[src/straddle_pkg.sv]
`default_nettype none

package straddle_pkg;

    // Bus widths
    localparam int DATA_W      = 512;
    localparam int LANE_W      = 256;
    localparam int KEEP_W      = 16;
    localparam int LANE_KEEP_W = KEEP_W / 2;
    localparam int USER_W      = 161;

    // Sideband field positions for start and end markers and their pointers
    localparam int SOP_LSB     = 64;
    localparam int SOP_PTR_LSB = 68;
    localparam int EOP_LSB     = 76;
    localparam int EOP_PTR_LSB = 80;

    // Beat buffer per slot
    localparam int FIFO_DEPTH   = 16;
    localparam int FIFO_AW      = $clog2(FIFO_DEPTH);
    localparam int READY_MARGIN = 4;

    // Start-order queue, sized for every packet both slot FIFOs can hold
    localparam int ORDER_DEPTH = 4 * FIFO_DEPTH;
    localparam int ORDER_AW    = $clog2(ORDER_DEPTH);

    typedef enum logic [1:0] {
        LANE_FREE  = 2'd0,
        LANE_SLOT0 = 2'd1,
        LANE_SLOT1 = 2'd2
    } lane_owner_e;

    // Work for one slot out of one accepted input beat
    typedef struct packed {
        logic [1:0]             lane_mask;
        logic [LANE_W-1:0]      data_lo;
        logic [LANE_W-1:0]      data_hi;
        logic [LANE_KEEP_W-1:0] keep_lo;
        logic [LANE_KEEP_W-1:0] keep_hi;
        logic                   end_flag;
    } lane_cmd_t;

    typedef struct packed {
        logic [DATA_W-1:0] data;
        logic [KEEP_W-1:0] keep;
        logic              last;
    } beat_t;

    typedef struct packed {
        logic illegal_sop;
        logic illegal_eop;
    } err_flags_t;

endpackage

`default_nettype wire

[src/straddle_output_arbiter.sv]
`default_nettype none

module straddle_output_arbiter import straddle_pkg::*; (
    input  wire               ACLK,
    input  wire               ARESETN,
    input  wire               start_push,
    input  wire               start_slot,
    input  wire beat_t        beat0,
    input  wire               beat_valid0,
    input  wire beat_t        beat1,
    input  wire               beat_valid1,
    input  wire               m_tready,
    output logic [DATA_W-1:0] m_tdata,
    output logic [KEEP_W-1:0] m_tkeep,
    output logic              m_tlast,
    output logic              m_tvalid,
    output logic              pop0,
    output logic              pop1
);

    // Slot numbers in the order the packets started
    logic              order_q [ORDER_DEPTH];
    logic [ORDER_AW:0] q_wr;
    logic [ORDER_AW:0] q_rd;
    logic              q_empty;
    logic              head_slot;
    logic              fire;
    beat_t             head_beat;

    assign q_empty   = (q_wr == q_rd);
    assign head_slot = order_q[q_rd[ORDER_AW-1:0]];
    assign head_beat = head_slot ? beat1 : beat0;

    // Head packet may be queued before its first beat reaches the FIFO
    assign m_tvalid = !q_empty && (head_slot ? beat_valid1 : beat_valid0);
    assign m_tdata  = head_beat.data;
    assign m_tkeep  = head_beat.keep;
    assign m_tlast  = head_beat.last;

    assign fire = m_tvalid && m_tready;
    assign pop0 = fire && !head_slot;
    assign pop1 = fire && head_slot;

    always_ff @(posedge ACLK) begin
        if (!ARESETN) begin
            q_wr <= '0;
            q_rd <= '0;
        end else begin
            if (start_push) begin
                q_wr <= q_wr + 1'b1;
            end
            // Move on to the next packet once its last beat has gone out
            if (fire && m_tlast) begin
                q_rd <= q_rd + 1'b1;
            end
        end
    end

    always_ff @(posedge ACLK) begin
        if (start_push) begin
            order_q[q_wr[ORDER_AW-1:0]] <= start_slot;
        end
    end

endmodule

`default_nettype wire

[config.mk]
export PLATFORM = sky130hd
export DESIGN_NAME = straddle_output_arbiter
export DESIGN_NICKNAME = d
export VERILOG_FILES = /design/src/straddle_pkg.sv /design/src/straddle_output_arbiter.sv
export SDC_FILE = /design/constraint.sdc
export NUM_CORES = 1
export LEC_CHECK = 0
export BUFFER_PORTS_ARGS = -buffer_cell sky130_fd_sc_hd__buf_2
export CAP_MARGIN = 25
export CORE_AREA = 2 2 628 630
export CTS_CLUSTER_SIZE = 24
export DETAILED_ROUTE_END_ITERATION = 12
export DIE_AREA = 0 0 630 632
export GPL_TIMING_DRIVEN = 0
export PLACE_DENSITY = 0.3
export SLEW_MARGIN = 10
export SYNTH_ARGS = -nofsm -noshare
export SYNTH_HDL_FRONTEND = slang
export SYNTH_SLANG_ARGS = --single-unit
[constraint.sdc]
create_clock -name ACLK -period 4.7 [get_ports ACLK]
set_clock_uncertainty 0.2 [all_clocks]
set_input_delay 0.94 -clock ACLK [delete_from_list [all_inputs] [get_ports ACLK]]
set_output_delay 0.94 -clock ACLK [all_outputs]
set_load 0.005 [all_outputs]
==> results of run 1 <==
==> cell families after synthesis <==
| family | after synthesis | synth area share, % |
|---|---|---|
| AOI/OAI and AO/OA | 16 | 1.17 |
| muxes | 574 | 63.3 |
| buffers and inverters | 79 | 5.26 |
| adders and majority gates | 2 | 0.241 |
| DFF | 84 | 22.4 |
| and+or+nand+nor | 151 | 6.75 |
| xor gates and xnor gates | 10 | 0.844 |
==> critical path, delay by kind of cell (launching register included) <==
kind / cells / cell delay (ns)
flip-flops: 1 / 0.34
AO/OA/AOI/OAI: 3 / 0.44
buffers and inverters: 5 / 0.99
multiplexers: 3 / 1.25
==> Yosys cell counts <==
master	n
a221oi_1	2
mux2i_1	31
nand2_1	21
nand3_1	12
buf_6	5
o22ai_4	1
and2_1	4
o22ai_1	1
nor3b_1	2
nor3_1	5
dfxtp_1	20
and3_1	1
nand4b_1	1
inv_1	3
a21oi_1	1
nand4_1	6
buf_2	1
ha_1	2
clkbuf_1	12
xor2_1	5
nor2b_1	6
a22oi_1	2
a21boi_0	2
nor2_1	72
o21ai_0	4
o211ai_1	1
and4_1	1
o21a_1	2
xnor2_1	5
nor4_1	1
edfxtp_1	64
buf_4	56
mux2_2	530
nand2b_1	11
mux4_2	13
or3b_2	1
buf_1	2
or2_2	5
or3_1	2
==> routing by layer <==
layer | global-route usage (%) | routed length, um | share of wire [%] | up-vias
li1 | - | - | - | 6769
met1 | 18.4 | 129000 | 40 | 8018
met2 | 28.6 | 163000 | 50 | 1648
met3 | 4.38 | 25000 | 7.7 | 682
met4 | 2.17 | 8440 | 2.6 | 114
met5 | 0 | 750 | 0.23 | -
==> power breakdown <==
group	leakage [nW]	switching (mW)	internal (mW)	total (mW)
clock	0.165	0.315	0.524	0.839
combinational	10.2	2.25	1.44	3.70
sequential	0.739	0.00510	0.802	0.807
==> repair_timing <==
| action | 4_1_cts | 5_1_grt |
|---|---|---|
| setup buffers | 11 | 2 |
| pin swaps | 2 | 1 |
| resized for setup | 243 | 59 |
| endpoints found under the setup margin | 532 | 234 |
| gates cloned | 7 | 0 |
| hold buffers | 0 | 0 |
==> state kept, by name, summed over array words and instances, names as in the netlist, named ones only <==
signal,cells
q_wr,7
order_q,64
q_rd,7
==> placed cells by master (no fill, tap or decap), types with 5 or more instances in the layout <==
cell	synthesis	layout
mux2i_1	31	29
buf_6	5	26
nand4_1	6	6
nor3_1	5	5
clkbuf_16	0	9
clkbuf_1	12	13
buf_2	1	1567
buf_4	56	35
nand2_1	21	21
buf_8	0	11
nor2b_1	6	6
edfxtp_1	64	64
mux2_2	530	403
dfxtp_1	20	17
xor2_1	5	5
nand3_1	12	12
mux4_2	13	13
or2_2	5	5
diode_2	0	62
mux2_4	0	127
buf_16	0	19
buf_12	0	19
nand2b_1	11	11
nor2_1	72	72
xnor2_1	5	5
==> worst min-delay path by stage <==
stage | end | cells after the start | from
after floorplan | q_rd[6] | 2 | q_rd[6]
after global placement | q_rd[6] | 2 | q_rd[6]
after detailed placement | q_rd[6] | 2 | q_rd[6]
after CTS | q_rd[6] | 2 | q_rd[6]
after global routing | q_rd[6] | 2 | q_rd[6]
final | q_rd[6] | 2 | q_rd[6]
==> through the flow <==
stage	TNS, ns	hold slack (ns)
finish	0	0.299
global route	-0.467	0.314
CTS	-0.216	0.309
detailed placement	-50.78	0.297
global placement	-320.52	0.295
floorplan	0	0.258
==> cell type report <==
cell class,instances,area [um^2]
buffer,75,1020
inverter,3,11.3
sequential,84,2330
fill,46400,364000
clock buffer,11,233
antenna,62,155
multi-input combinational,753,8010
tap,5220,6530
timing repair buffer,1617,8510
clock inverter,5,108
==> impl_metrics.toml, run 1 <==
[finish]
post-route-util_pct = 6.87
nets = 3610
fin_area_um2 = 26900
syn_to_final_growth_pct = 159
instances_no_fill = 7830
drive_above_1_share_pct = 88.3

[sta]
min_period_over_period_pct = 97.9
slew_viol_final = 0
period_needed_ns = 4.60
worstMarginPinSlew_ns = 0.588
slew_headroom_pct = 59.6
rsz0062_at_grt = "true"
clock.fmax_mhz = 217
fin_ws_ns = 0.0988
setup_viol = 0
hold_viol_final = 0

[synth]
ys_top_cells_by_area = "mux2_2 (58%), edfxtp_1 (19%), buf_4 (4.1%), dfxtp_1 (3.9%), mux2i_1 (3.0%)"
yosys_warnings = 0
yosysTopAreaCell = "mux2_2"
ys_ff_latch = 84
syn-num-nets = 1983
synth_top_cell_area_share_pct = 57.5
synth-seq-area-share_pct = 22.4
syn_inst = 916
synth_area_um2 = 10400
synth.avg_cell_area_um2 = 11.3
ys_types = 39

[place]
dp.cells = 7733
dpl.hpwl_mm = 311
place.port_buffers = 1596
pre_cts_ws_ns = -0.493
place_area_um2 = 24900
place_congestion = 0.995

[drt]
ant_nets = 0
drtIter0Drc = 990
viasPerCell = 2.20
drc = 0
route.vias.total = 17200
wirelength_mm = 326
wl_per_cell_um = 41.6
dr.pass1.iters = 5

[power_and_ir_drop]
report.power.total_mw = 5.34
irDropWorstVdd_uv = 182
leakage_nw = 11.1
p_per_area_nw_per_um2 = 199

[clocking]
clk_path_buf_depth = 2
cts_tree = "yes"
cts_buffers = 9
clk_pin_slew_ns = 0.06
clock_latency_ns = 0.35
cts_root_buf = "clkbuf_16"
cts_htree_levels = 3
clock_sinks = 84

[grt]
first_global_vias = 16300
grt_start_max_net_pins = 65
globalRouteOverflowTotal = 0
grt_antenna_before_repair = 453
grtUsageTotal_pct = 15.7
grt_pass1_wl_mm = 360

[setup_path]
path_max_fanout = 10
worstSetupPathType = "flip-flop to output port"
slowest_stage = "mux4_2"
cp_cell_sequence = "buf_12 -> mux4_2 -> mux2_4 -> a21oi_2 -> o21ai_2 -> o22ai_4 -> buf_4 -> buf_16 -> buf_6 -> mux2_2 -> buf_2"
slowest_delay_ns = 0.51
worstPathRequired_ns = 3.56
cp.arrival_ns = 3.46
crit_end = "m_tdata[91]"
r2r_setup_slack_ns = 1.46
crit_path_start_kind = "flip-flop"
cp-end-kind = "output port"
reg2regPathDepth = 11

[floorplan]
pin_count = 1597
die_area_um2 = 398000
die_w_um = 630
core_area_um2 = 391000
initial_utilization_pct = 2.65
die_h_um = 632
rows = 230

[hold_path]
hold_path_class = "flip-flop to flip-flop"

[run_status]
status = "complete, no violations"

[flow_run]
maxCapViolCount = 0
(Power assumes the default switching activity.)
==> run 2, diff against run 1 <==
--- a/config.mk
+++ b/config.mk
@@ -5,12 +5,13 @@
 export SDC_FILE = /design/constraint.sdc
 export NUM_CORES = 1
 export LEC_CHECK = 0
+export ABC_AREA = 1
 export BUFFER_PORTS_ARGS = -buffer_cell sky130_fd_sc_hd__buf_2
 export CAP_MARGIN = 25
-export CORE_AREA = 2 2 628 630
+export CORE_AREA = 2 2 617 619
 export CTS_CLUSTER_SIZE = 24
 export DETAILED_ROUTE_END_ITERATION = 12
-export DIE_AREA = 0 0 630 632
+export DIE_AREA = 0 0 619 621
 export GPL_TIMING_DRIVEN = 0
 export PLACE_DENSITY = 0.3
 export SLEW_MARGIN = 10
==> run 2 against run 1 <==
Sequential power is essentially flat. Worst setup slack lost 0.023 ns. Synthesized area grew 5.7%. Combinational power grew 55%.
==> impl_metrics.toml, run 2 <==
[run_status]
status = "complete, no violations"

[power_and_ir_drop]
p_int_mw = 2.72
swShare_pct = 62.6
p_per_area_nw_per_um2 = 275
clockPowerShare_pct = 10.0
leakage_nw = 13.6
power.share.sequential_pct = 11.1
irDropWorstVdd_uv = 151
p_comb_share_pct = 78.9
p_switching_mw = 4.55

[synth]
synth.avg_cell_area_um2 = 5.08
synth_ff_type = "edfxtp_1"
yosysTopAreaCell = "nand2_1"
ys_ff_latch = 84
yosysMostFrequentCell = "nand2_1"
yosys-top-cells-count = "nand2_1 (1696), nor2_1 (96), nand3_1 (73), buf_6 (64), edfxtp_1 (64)"
ys_top_cells_by_area = "nand2_1 (58%), edfxtp_1 (18%), buf_6 (6.6%), dfxtp_1 (3.7%), nand3_1 (3.3%)"
synth_top_cell_area_share_pct = 58.1
synth_area_um2 = 11000
synth-seq-area-share_pct = 21.2
synth_edf_count = 64
yosys_warnings = 0
syn_inst = 2159
postSynth.asyncResetShare_pct = 0
syn-num-nets = 3226
ys_types = 30

[sta]
clock.fmax_mhz = 216
slew_headroom_pct = 57.0
worstMarginPinSlew_ns = 0.645
hold_viol_final = 0
setup_viol = 0
rsz0062_at_grt = "true"
period_needed_ns = 4.62
hold_slack_ns = 0.277
slew_viol_final = 0
min_period_over_period_pct = 98.4

[floorplan]
die_area_um2 = 384000
initial_utilization_pct = 2.90
die_w_um = 619
core_area_um2 = 378000
rows = 226
pin_count = 1597
die_h_um = 621

[drt]
ant_nets = 0
viasPerCell = 2.49
wl_per_cell_um = 36.1
drc = 0
route.vias.total = 22000
dr.pass1.iters = 5
wirelength_mm = 320
drtIter0Drc = 1640

[finish]
drive_above_1_share_pct = 49.0
nets = 4841
largest_reg_flops = 64
most-common-layout-cells = "nand2_1 (1603), buf_2 (1560), nor2_1 (96)"
layout_commonest_cell = "nand2_1"
syn_to_final_growth_pct = 141
fin_area_um2 = 26400

[grt]
globalRouteOverflowTotal = 0
grtUsageTotal_pct = 16.0
grt_start_max_net_pins = 35
grt_antenna_before_repair = 305
first_global_vias = 21300
grt_pass1_wl_mm = 364

[clocking]
clk_pin_slew_ns = 0.06
cts_htree_levels = 3
clock_sinks = 84
cts_buffers = 9
hold_buffers = 0
cts_root_buf = "clkbuf_16"
clk_path_buf_depth = 2
clock_latency_ns = 0.35
cts_tree = "yes"

[setup_path]
worstSetupPathType = "flip-flop to output port"
crit_path_start_kind = "flip-flop"
worstPathRequired_ns = 3.56
path_max_fanout = 10
cp-end-kind = "output port"
cp.arrival_ns = 3.48

[flow_run]
maxCapViolCount = 0

[place]
place_area_um2 = 25300
place_congestion = 0.996
place.port_buffers = 1595
dpl.hpwl_mm = 304

[hold_path]
hold_path_class = "flip-flop to flip-flop"
## run 2: stage by stage
step	power, mW	util [%]	setup TNS [ns]	setup slack, ns	instances
6_report	7.27	7.00	0	0.0763	8863
5_1_grt	7.69	6.98	-0.976	-0.0882	8835
4_1_cts	7.41	6.84	-2.47	-0.143	8788
3_5_place_dp	6.59	6.68	-1.99	-0.513	8771
3_3_place_gp	6.63	6.68	-1.79	-0.521	8770
2_1_floorplan	2.26	-	0	1.81	2159
## run 2: logic make-up after synthesis
kind of cell	count (synthesis)	synth area share (%)
fa+ha+maj	2	0.228
compound gates	17	0.810
flops	84	21.2
buf+inv	166	11.4
simple gates	1883	65.8
xor+xnor	7	0.559
## run 2: final timing paths
| path | start | endpoint | slack, ns | depth (start not counted) |
|---|---|---|---|---|
| min reg2reg | q_wr[6] | q_wr[6] | 0.28 | 1 |
| max reg2reg | flip-flop | flip-flop | 1.98 | 18 |
| min | q_wr[6] | q_wr[6] | 0.28 | 1 |
| max | flip-flop | m_tdata[422] | 0.08 | 17 |
## run 2: routing by layer
metal	wire length (um)	track usage, %
met4	9940	3.69
met2	143000	25.9
met1	131000	19.5
met3	34900	6.63
met5	729	0
## run 2: power by group through the flow
| stage | clock, mW | sequential, mW | combinational (mW) |
|---|---|---|---|
| floorplan | 0 | 0.822 | 1.44 |
| global placement | 0 | 0.824 | 5.80 |
| detailed placement | 0 | 0.824 | 5.77 |
| CTS | 0.746 | 0.807 | 5.86 |
| global route | 0.765 | 0.808 | 6.12 |
| finish | 0.726 | 0.807 | 5.73 |
## run 2: area by class of cell
class | count | area [um^2]
Clock inverter | 6 | 65.1
Multi-Input combinational cell | 1909 | 7720
Clock buffer | 9 | 225
Sequential cell | 84 | 2320
Fill cell | 45500 | 351000
Timing Repair Buffer | 1604 | 8290
Tap cell | 5016 | 6280
Inverter | 31 | 149
Antenna cell | 69 | 173
Buffer | 135 | 1220
## run 2: critical path: stages, from the launching register on
cell     delay, ns
dfxtp_1       0.32
buf_4         0.18
inv_2         0.12
buf_6         0.16
nand3_1       0.10
nand3_1       0.08
nand2_1       0.12
nand2_1       0.06
nand3_1       0.09
nand3_2       0.17
nand2_2       0.15
buf_12        0.16
buf_12        0.15
buf_6         0.21
buf_2         0.29
nand2_1       0.21
nand2_1       0.21
buf_2         0.25
## run 2: repair_timing
item	CTS	global route
gates cloned	0	0
resized for setup	111	113
buffers inserted	2	6
setup endpoints to repair	247	174
endpoints found under the hold margin	0	0
