===== config.mk =====
export PLATFORM = sky130hd
export DESIGN_NAME = straddle_lane_decoder
export DESIGN_NICKNAME = d
export VERILOG_FILES = /design/src/straddle_pkg.sv /design/src/straddle_lane_decoder.sv
export SDC_FILE = /design/constraint.sdc
export NUM_CORES = 1
export LEC_CHECK = 0
export BUFFER_PORTS_ARGS = -buffer_cell sky130_fd_sc_hd__buf_4
export CAP_MARGIN = 20
export CORE_AREA = 2 2 682 684
export CTS_BUF_LIST = sky130_fd_sc_hd__clkbuf_2 sky130_fd_sc_hd__clkbuf_4 sky130_fd_sc_hd__clkbuf_8
export CTS_CLUSTER_DIAMETER = 200
export DETAILED_ROUTE_END_ITERATION = 12
export DIE_AREA = 0 0 684 686
export PLACE_DENSITY = 0.3
export SETUP_SLACK_MARGIN = 0.4
export SYNTH_ARGS = -nofsm -noshare
export SYNTH_HDL_FRONTEND = slang
export SYNTH_SLANG_ARGS = --single-unit

===== constraint.sdc =====
create_clock -name ACLK -period 10.9 [get_ports ACLK]
set_input_delay 0 -clock ACLK [delete_from_list [all_inputs] [get_ports ACLK]]
set_output_delay 0 -clock ACLK [all_outputs]
set_load 0.1 [all_outputs]

===== src/straddle_pkg.sv =====
`default_nettype none

package straddle_pkg;

    // Bus widths
    localparam int DATA_W      = 512;
    localparam int LANE_W      = 256;
    localparam int KEEP_W      = 16;
    localparam int LANE_KEEP_W = KEEP_W / 2;
    localparam int USER_W      = 161;

    // Sideband field positions for start and end markers and their pointers
    localparam int SOP_LSB     = 64;
    localparam int SOP_PTR_LSB = 68;
    localparam int EOP_LSB     = 76;
    localparam int EOP_PTR_LSB = 80;

    // Beat buffer per slot
    localparam int FIFO_DEPTH   = 16;
    localparam int FIFO_AW      = $clog2(FIFO_DEPTH);
    localparam int READY_MARGIN = 4;

    // Start-order queue, sized for every packet both slot FIFOs can hold
    localparam int ORDER_DEPTH = 4 * FIFO_DEPTH;
    localparam int ORDER_AW    = $clog2(ORDER_DEPTH);

    typedef enum logic [1:0] {
        LANE_FREE  = 2'd0,
        LANE_SLOT0 = 2'd1,
        LANE_SLOT1 = 2'd2
    } lane_owner_e;

    // Work for one slot out of one accepted input beat
    typedef struct packed {
        logic [1:0]             lane_mask;
        logic [LANE_W-1:0]      data_lo;
        logic [LANE_W-1:0]      data_hi;
        logic [LANE_KEEP_W-1:0] keep_lo;
        logic [LANE_KEEP_W-1:0] keep_hi;
        logic                   end_flag;
    } lane_cmd_t;

    typedef struct packed {
        logic [DATA_W-1:0] data;
        logic [KEEP_W-1:0] keep;
        logic              last;
    } beat_t;

    typedef struct packed {
        logic illegal_sop;
        logic illegal_eop;
    } err_flags_t;

endpackage

`default_nettype wire


===== src/straddle_lane_decoder.sv =====
`default_nettype none

module straddle_lane_decoder import straddle_pkg::*; (
    input  wire               ACLK,
    input  wire               ARESETN,
    input  wire [USER_W-1:0]  s_tuser,
    input  wire [DATA_W-1:0]  s_tdata,
    input  wire [KEEP_W-1:0]  s_tkeep,
    input  wire               s_tvalid,
    input  wire               accept,
    output lane_cmd_t         cmd0,
    output lane_cmd_t         cmd1,
    output logic              cmd_valid,
    output logic              start_push,
    output logic              start_slot,
    output err_flags_t        err
);

    logic [1:0]        sop;
    logic [1:0]        sop_ptr0;
    logic [1:0]        eop;
    logic [3:0]        eop_ptr0;
    logic [3:0]        eop_ptr1;
    logic [1:0]        start_at;
    logic [1:0]        end_at;
    logic [2:0]        end_ptr [2];
    logic              fire;

    // Owner that continues into the next beat, and slot of the newest packet
    lane_owner_e       carry_q;
    logic              last_slot_q;

    lane_owner_e       cur;
    lane_owner_e       owner [2];
    logic              slot_n;
    logic              started;
    logic [1:0]        ended;
    logic              sop_err;
    logic              eop_err;
    logic [KEEP_W-1:0] keep_m;
    lane_cmd_t         cmd_n [2];

    assign sop      = s_tuser[SOP_LSB +: 2];
    assign sop_ptr0 = s_tuser[SOP_PTR_LSB +: 2];
    assign eop      = s_tuser[EOP_LSB +: 2];
    assign eop_ptr0 = s_tuser[EOP_PTR_LSB +: 4];
    assign eop_ptr1 = s_tuser[EOP_PTR_LSB + 4 +: 4];

    // Accept is the slave ready seen by the top level
    assign fire = s_tvalid && accept;

    // Start goes to lane 0 when its pointer is zero
    assign start_at[0] = sop[0] && (sop_ptr0 == 2'b00);
    assign start_at[1] = sop[0] && (sop_ptr0 != 2'b00);

    // A second end can only sit in lane 1, behind a first end in lane 0
    assign end_at[0]  = eop[0] && !eop_ptr0[3];
    assign end_at[1]  = eop[1] || (eop[0] && eop_ptr0[3]);
    assign end_ptr[0] = eop_ptr0[2:0];
    assign end_ptr[1] = eop[1] ? eop_ptr1[2:0] : eop_ptr0[2:0];

    // Walk the lanes in order, start markers before end markers
    always_comb begin
        cur     = carry_q;
        slot_n  = last_slot_q;
        started = 1'b0;
        ended   = 2'b00;
        keep_m  = s_tkeep;
        // The order queue takes a single start per beat
        sop_err = sop[1];
        eop_err = eop[1] && !end_at[0];
        for (int l = 0; l < 2; l++) begin
            if (start_at[l]) begin
                if (cur != LANE_FREE) begin
                    sop_err = 1'b1;
                end else begin
                    started = 1'b1;
                    slot_n  = !last_slot_q;
                    cur     = slot_n ? LANE_SLOT1 : LANE_SLOT0;
                end
            end
            owner[l] = cur;
            if (end_at[l]) begin
                if (cur == LANE_FREE) begin
                    eop_err = 1'b1;
                end else begin
                    ended[cur == LANE_SLOT1] = 1'b1;
                    // Keep only dwords at or below the end pointer
                    keep_m[l*LANE_KEEP_W +: LANE_KEEP_W] =
                        s_tkeep[l*LANE_KEEP_W +: LANE_KEEP_W] &
                        ({LANE_KEEP_W{1'b1}} >> (LANE_KEEP_W - 1 - end_ptr[l]));
                    cur = LANE_FREE;
                end
            end
        end
    end

    always_comb begin
        for (int s = 0; s < 2; s++) begin
            cmd_n[s].lane_mask[0] = (owner[0] == (s == 0 ? LANE_SLOT0 : LANE_SLOT1));
            cmd_n[s].lane_mask[1] = (owner[1] == (s == 0 ? LANE_SLOT0 : LANE_SLOT1));
            cmd_n[s].data_lo      = s_tdata[LANE_W-1:0];
            cmd_n[s].data_hi      = s_tdata[DATA_W-1:LANE_W];
            cmd_n[s].keep_lo      = keep_m[LANE_KEEP_W-1:0];
            cmd_n[s].keep_hi      = keep_m[KEEP_W-1:LANE_KEEP_W];
            cmd_n[s].end_flag     = ended[s];
        end
    end

    always_ff @(posedge ACLK) begin
        if (!ARESETN) begin
            carry_q     <= LANE_FREE;
            last_slot_q <= 1'b1;
            cmd_valid   <= 1'b0;
            start_push  <= 1'b0;
            start_slot  <= 1'b0;
            err         <= '0;
        end else begin
            cmd_valid  <= 1'b0;
            start_push <= 1'b0;
            if (fire) begin
                err.illegal_sop <= err.illegal_sop | sop_err;
                err.illegal_eop <= err.illegal_eop | eop_err;
                // A faulty beat is dropped and leaves the lane state alone
                if (!sop_err && !eop_err) begin
                    carry_q     <= cur;
                    last_slot_q <= slot_n;
                    cmd_valid   <= 1'b1;
                    start_push  <= started;
                    start_slot  <= slot_n;
                end
            end
        end
    end

    always_ff @(posedge ACLK) begin
        if (fire) begin
            cmd0 <= cmd_n[0];
            cmd1 <= cmd_n[1];
        end
    end

endmodule

`default_nettype wire


==> impl_metrics.py, run 1 <==
metrics = {
    "synthesis": {
        "yosys-mux-area-fraction": 0.00293,
        "synthAdderAreaFrac": 0,
        "yosysSeqAreaShare": 0.774,
        "ys.flop_type": "edfxtp_1",
        "synth_top_family_by_area": "buffers and inverters",
        "synth_nets": 1876,
        "yosys.area.top_type": "edfxtp_1",
        "async_reset_ff_frac": 0,
        "syn_area_um2": 20900,
        "ys.warnings.count": 0,
        "ys_ff_latch": 542,
        "synth_xor_area_frac": 0,
        "synth_top_area_frac": 0.767,
        "ys_types": 52,
        "syn_inst": 1183,
        "synth-simple-area-share": 0.0132,
        "synth.area.top_cells": "edfxtp_1, buf_4, dfxtp_1",
        "synth-compound-area-share": 0.0163,
        "syn_avg_cell_area_um2": 17.7,
        "synth-edff-count": 534,
    },
    "status": {
        "status": "finished, final reports clean",
    },
    "sta": {
        "period_share": 0.274,
        "tns_ps": 0,
        "finalClockSkew_ps": 161,
        "setup_viol": 0,
        "drv_slew": 0,
        "clock.fmax_mhz": 334,
        "slew_headroom": 0.304,
        "hold_viol": 0,
        "rsz0062_at_grt": "false",
        "period_needed_ps": 2990,
        "worst_pin_slew_ps": 1040,
    },
    "cts": {
        "cts_sinks": 542,
        "clk_pin_slew_worst_paths_ps": 60,
        "clock_latency_ps": 1050,
        "hold_buffers": 1075,
        "cts-root-buf": "clkbuf_8",
        "ctsResizeCount": 0,
        "h-tree-depth": 3,
        "cts_inserted_buffers": 120,
        "postCtsSetupRepairBufs": 0,
        "cts_buffer_depth": 4,
        "cts_tree": "built",
    },
    "setup_path": {
        "r2r-end": "cmd1[3]",
        "worstRegToRegCells": 6,
        "cp_max_fo": 132,
        "r2r_slack_ps": 8010,
        "r2r_start": "carry_q[1]",
        "worstPathRequired_ps": 11510,
        "critPathKind": "in2reg",
        "worst-endpoint-arrival_ps": 3600,
        "critPathLaunchType": "input pin",
        "cp-end-kind": "flip-flop",
    },
    "floorplanning": {
        "rows": 250,
        "dieArea_um2": 469000,
        "pin_count": 1760,
        "coreArea_um2": 462000,
        "initial_utilization": 0.0453,
        "die_x_um": 684,
        "die_h_um": 686,
    },
    "drt": {
        "antenna_left": 0,
        "first_iter_violations": 1384,
        "post_drt_wl_per_cell_um": 26.0,
        "postRouteWirelength_um": 257000,
        "vias_per_cell": 2.14,
        "drt_pass1_iterations": 5,
        "drc": 0,
        "dr_total_vias": 21100,
    },
    "placement": {
        "place_inst": 8440,
        "dp_hpwl_um": 230000,
        "place_area_um2": 36800,
        "port_buffers": 1611,
        "routabilityCongestion": 0.936,
    },
    "power": {
        "ir_drop_uv": 102,
        "power_leakage_nw": 18.9,
        "pwr_density_cell_nw_per_um2": 162,
    },
    "finish": {
        "final_layout_size_suffix_gt1_frac": 0.512,
        "fin_util": 0.109,
        "stdcell_count": 9855,
        "finalNetCount": 4156,
        "fin_area_um2": 50300,
        "syn_to_final_growth_pct": 141,
    },
    "worst_hold_path": {
        "whs_path_depth": 2,
        "worstHoldStart": "s_tdata[240]",
        "holdPathEnd": "cmd1[513]",
        "hp-class": "in2reg",
    },
    "global_routing": {
        "grt_pass1_wl_um": 300000,
        "grt_usage": 0.104,
        "antenna_found_initial": 325,
        "grt_max_degree": 133,
        "overflow": 0,
        "grt_pass1_vias": 20500,
    },
    "flow_run": {
        "maxCapViolCount": 0,
    },
}
==> layout make-up <==
| class | instances | area (um^2) |
|---|---|---|
| inverters | 8 | 33.8 |
| fillers | 52800 | 412000 |
| clock inverters | 43 | 447 |
| multi-input cells | 97 | 678 |
| diodes | 139 | 348 |
| clock buffers | 158 | 1960 |
| repair buffers | 2694 | 22900 |
| flip-flops and latches | 542 | 16200 |
| well taps | 6174 | 7720 |
==> logic make-up after synthesis <==
group | after synthesis
buffers and inverters | 544
DFF | 542
muxes | 6
and+or+nand+nor | 47
AOI/OAI and AO/OA | 44
==> state kept, by name, summed over array words and instances, names as in the netlist <==
| signal | flops |
|---|---|
| carry_q | 2 |
| cmd0 | 3 |
| cmd1 | 531 |
| cmd_valid | 1 |
| err | 2 |
| last_slot_q | 1 |
| start_push | 1 |
| start_slot | 1 |
==> cell usage after synthesis (2+ instances only) <==
master,count
nor2b_1,2
a21oi_1,5
nor3_1,3
nor4b_1,2
buf_4,529
nand2_1,9
a31oi_1,2
dfxtp_1,8
buf_6,2
a21boi_1,6
and2b_1,2
nor2_1,11
o22ai_1,2
nand2b_1,2
buf_2,2
o21ai_0,5
mux2i_1,5
and2_1,2
clkbuf_1,2
edfxtp_1,534
nand3_1,3
inv_1,7
o21a_1,9
==> per-stage QoR <==
stage          hold WS (ps)  worst slack (ps)  power (mW)
2_1_floorplan          98.9              2340        4.70
3_3_place_gp            179              8110        5.33
3_5_place_dp            179              8100        5.33
4_1_cts               0.935              8030        8.35
5_1_grt                15.2              7850        8.45
6_report               74.5              7910        8.14
==> metal layers <==
| metal | vias to the layer above | GRT usage | wire length, um |
|---|---|---|---|
| li1 | 8469 | - | - |
| met1 | 10000 | 0.119 | 98800 |
| met3 | 726 | 0.0578 | 31700 |
| met5 | - | 0 | 1170 |
| met4 | 178 | 0.0246 | 8860 |
| met2 | 1677 | 0.170 | 116000 |
==> worst max-delay path, cell delays in order <==
cell and delay [ps]:
dlygate4sd3_1 520, buf_4 140, nand2_1 110, dlygate4sd3_1 640, clkinvlp_4 120, buf_12 390, buf_4 530, buf_12 420
==> worst max-delay path by stage <==
stage | cells past startpoint | endpoint | startpoint
global route | 6 | cmd1[3] | carry_q[1]
finish | 8 | cmd1[244] | accept
CTS | 6 | cmd1[3] | carry_q[1]
global placement | 6 | cmd1[166] | accept
floorplan | 2 | cmd0[0] | s_tvalid
detailed placement | 6 | cmd1[244] | accept
==> placed cells by master, fill, tap and decap left out, types with 2 or more instances in the layout <==
master / count
buf_4: 1617
dlygate4sd3_1: 1075
edfxtp_1: 534
diode_2: 139
clkbuf_8: 124
clkbuf_4: 34
clkinv_1: 19
nor2_1: 11
clkinv_2: 10
nand2_1: 9
o21a_1: 9
bufinv_16: 9
dfxtp_1: 8
a21boi_1: 6
inv_1: 6
mux2i_1: 5
a21oi_1: 5
o21ai_0: 5
clkinvlp_4: 4
nand3_1: 3
nor3_1: 3
and2b_1: 2
nor4b_1: 2
o22ai_1: 2
and2_1: 2
nor2b_1: 2
a31oi_1: 2
nand2b_1: 2
inv_12: 2
buf_12: 2
==> where the power goes <==
group / total, mW / switching, mW / internal [mW]
Sequential: 2.62 / 0.160 / 2.46
Combinational: 3.08 / 2.38 / 0.694
Clock: 2.45 / 1.07 / 1.37
Total: 8.14 / 3.62 / 4.52
No activity file was read; power rests on OpenSTA's default activity.
==> run 2, diff against run 1 <==
CORE_AREA = 2 2 686 688   (was 2 2 682 684)
DIE_AREA = 0 0 688 690   (was 0 0 684 686)
clock period = 2.8 ns   (was 10.9 ns; I/O delays follow)
==> run 2 against run 1 <==
  * Global-route usage about the same
  * Clock skew decreased by 160 ps
  * Via count about the same
  * Register-to-register slack got worse by 7600 ps
  * Final area unchanged
  * Highest routed layer unchanged
  * Worst hold slack improved by 26 ps
  * Combinational power increased to 3.9 times the previous value
  * Worst setup slack got worse by 7500 ps
  * Critical path depth decreased by 3
  * Final cell count increased by 0.14%
  * Largest power group unchanged
==> impl_metrics.py, run 2 (synthesis gave the netlist of run 1 again) <==
metrics = {
    "status": {
        "status": "finished, final reports clean",
    },
    "finish": {
        "top_register": "cmd1",
        "stdcell_count": 9869,
        "syn_to_final_growth_pct": 141,
        "mostFrequentLayoutCell": "buf_4",
        "largest_reg_flops": 531,
        "layout_common_cells": "buf_4, dlygate4sd3_1, edfxtp_1",
        "top_regs": "cmd1 (531), cmd0 (3)",
        "final_layout_size_suffix_gt1_frac": 0.517,
        "finalNetCount": 4155,
        "nFillCells": 53500,
    },
    "sta": {
        "drv_slew": 0,
        "worst_pin_slew_ps": 625,
        "hold_slack_ps": 100,
        "slew_headroom": 0.583,
        "fin_ws_ps": 435,
        "clock.fmax_mhz": 423,
        "finalClockSkew_ps": 4.53,
        "hold_viol": 0,
        "period_share": 0.845,
        "tns_ps": 0,
        "setup_viol": 0,
        "period_needed_ps": 2360,
        "rsz0062_at_grt": "false",
    },
    "drt": {
        "top_layer": "met5",
        "drt_pass1_iterations": 7,
        "postRouteWirelength_um": 259000,
        "wl_met2_um": 116000,
        "post_drt_wl_per_cell_um": 26.2,
        "dr_total_vias": 21100,
        "drc": 0,
        "wl_met3_um": 29800,
        "first_iter_violations": 1422,
        "vias_per_cell": 2.14,
        "wirelength_met1_um": 102000,
        "antenna_left": 0,
    },
    "power": {
        "power_leakage_nw": 18.9,
        "pwr_density_cell_nw_per_um2": 621,
        "ir_drop_uv": 358,
        "finalPower_mw": 31.3,
    },
    "cts": {
        "clk_pin_slew_worst_paths_ps": 60,
        "cts-root-buf": "clkbuf_8",
        "cts_inserted_buffers": 113,
        "cts_buffer_depth": 4,
        "cts_tree": "built",
        "clock_latency_ps": 940,
        "postCtsSetupRepairBufs": 0,
        "h-tree-depth": 3,
        "cts_sinks": 542,
    },
    "setup_path": {
        "critPathKind": "reg2reg",
        "r2r_slack_ps": 440,
        "cp-end-kind": "flip-flop",
        "critPathLaunchType": "flip-flop",
        "worstPathRequired_ps": 3490,
        "cp_max_fo": 9,
        "crit_path_top_delay_cell": "dlygate4sd3_1",
        "worst-endpoint-arrival_ps": 3060,
        "path_cells": "nor2_1, o22ai_1, nand3_1, o21a_1, dlygate4sd3_1",
        "max_stage_delay_ps": 570,
    },
    "global_routing": {
        "grt_max_degree": 80,
        "grt_usage": 0.104,
        "overflow": 0,
        "grt_pass1_vias": 20800,
        "antenna_found_initial": 316,
        "grt_pass1_wl_um": 303000,
    },
    "placement": {
        "port_buffers": 1611,
        "routabilityCongestion": 0.896,
        "dpl_worst_slack_ps": 1050,
        "dp_hpwl_um": 233000,
        "place_inst": 8477,
    },
    "floorplanning": {
        "pin_count": 1760,
        "die_h_um": 690,
        "dieArea_um2": 475000,
        "initial_utilization": 0.0448,
        "rows": 251,
        "die_x_um": 688,
        "coreArea_um2": 467000,
    },
    "worst_hold_path": {
        "hp-class": "in2reg",
    },
    "flow_run": {
        "maxCapViolCount": 0,
    },
}
[run 2: changes by cell type in the layout (fill, tap and decap cells not counted), moves of 2 or more]
cell	change
diode_2	-17
buf_4	+9
clkbuf_4	+8
dlygate4sd3_1	-8
clkbuf_8	-7
bufinv_16	-4
buf_12	+2
buf_16	+2
clkinv_4	+2
clkinvlp_4	+2
[run 2: routing by layer]
layer  up-vias  GRT usage
met5         -          0
met4       162     0.0293
met3       722     0.0519
met2      1630      0.169
met1     10100      0.120
li1       8455          -
[run 2: through the flow]
| step | area (um^2) | utilization |
|---|---|---|
| 2_1_floorplan | 20900 | - |
| 3_3_place_gp | 37000 | 0.0793 |
| 4_1_cts | 50000 | 0.107 |
| 5_1_grt | 50100 | 0.107 |
| 6_report | 50300 | 0.108 |
| 3_5_place_dp | 37000 | 0.0793 |
[run 2: report_power, final]
group	internal, mW	switching (mW)	total, mW
registers	9.55	0.613	10.2
logic	2.72	9.31	12.0
clock network	4.90	4.18	9.07
total	17.2	14.1	31.3
[run 2: worst max-delay path: cells and delay by family, from the launching register on]
family | cells | cell delay, ps
AND/OR/NAND/NOR | 2 | 380
AO/OA/AOI/OAI | 2 | 600
buffers and inverters | 1 | 570
flip-flops | 1 | 560
[run 2: final timing paths]
check	start	to	cells past startpoint
max reg2reg	carry_q[0]	cmd1[3]	5
min	s_tdata[252]	cmd1[525]	2
min reg2reg	err[0]	err[0]	1
max	carry_q[0]	cmd1[3]	5
[run 2: what timing repair did]
item	4_1_cts	5_1_grt
setup endpoints to repair	0	156
hold buffers	1067	1
hold endpoints to repair	703	53
resized for setup	0	5
[run 2: cell type report]
cell class / count / area, um^2 / area share
inverter: 8 / 33.8 / 0.000671
multi-input combinational: 97 / 698 / 0.0139
clock inverter: 43 / 367 / 0.00728
tap: 6198 / 7750 / 0.154
antenna: 122 / 305 / 0.00607
clock buffer: 159 / 1930 / 0.0383
timing repair buffer: 2700 / 23000 / 0.458
sequential: 542 / 16200 / 0.322
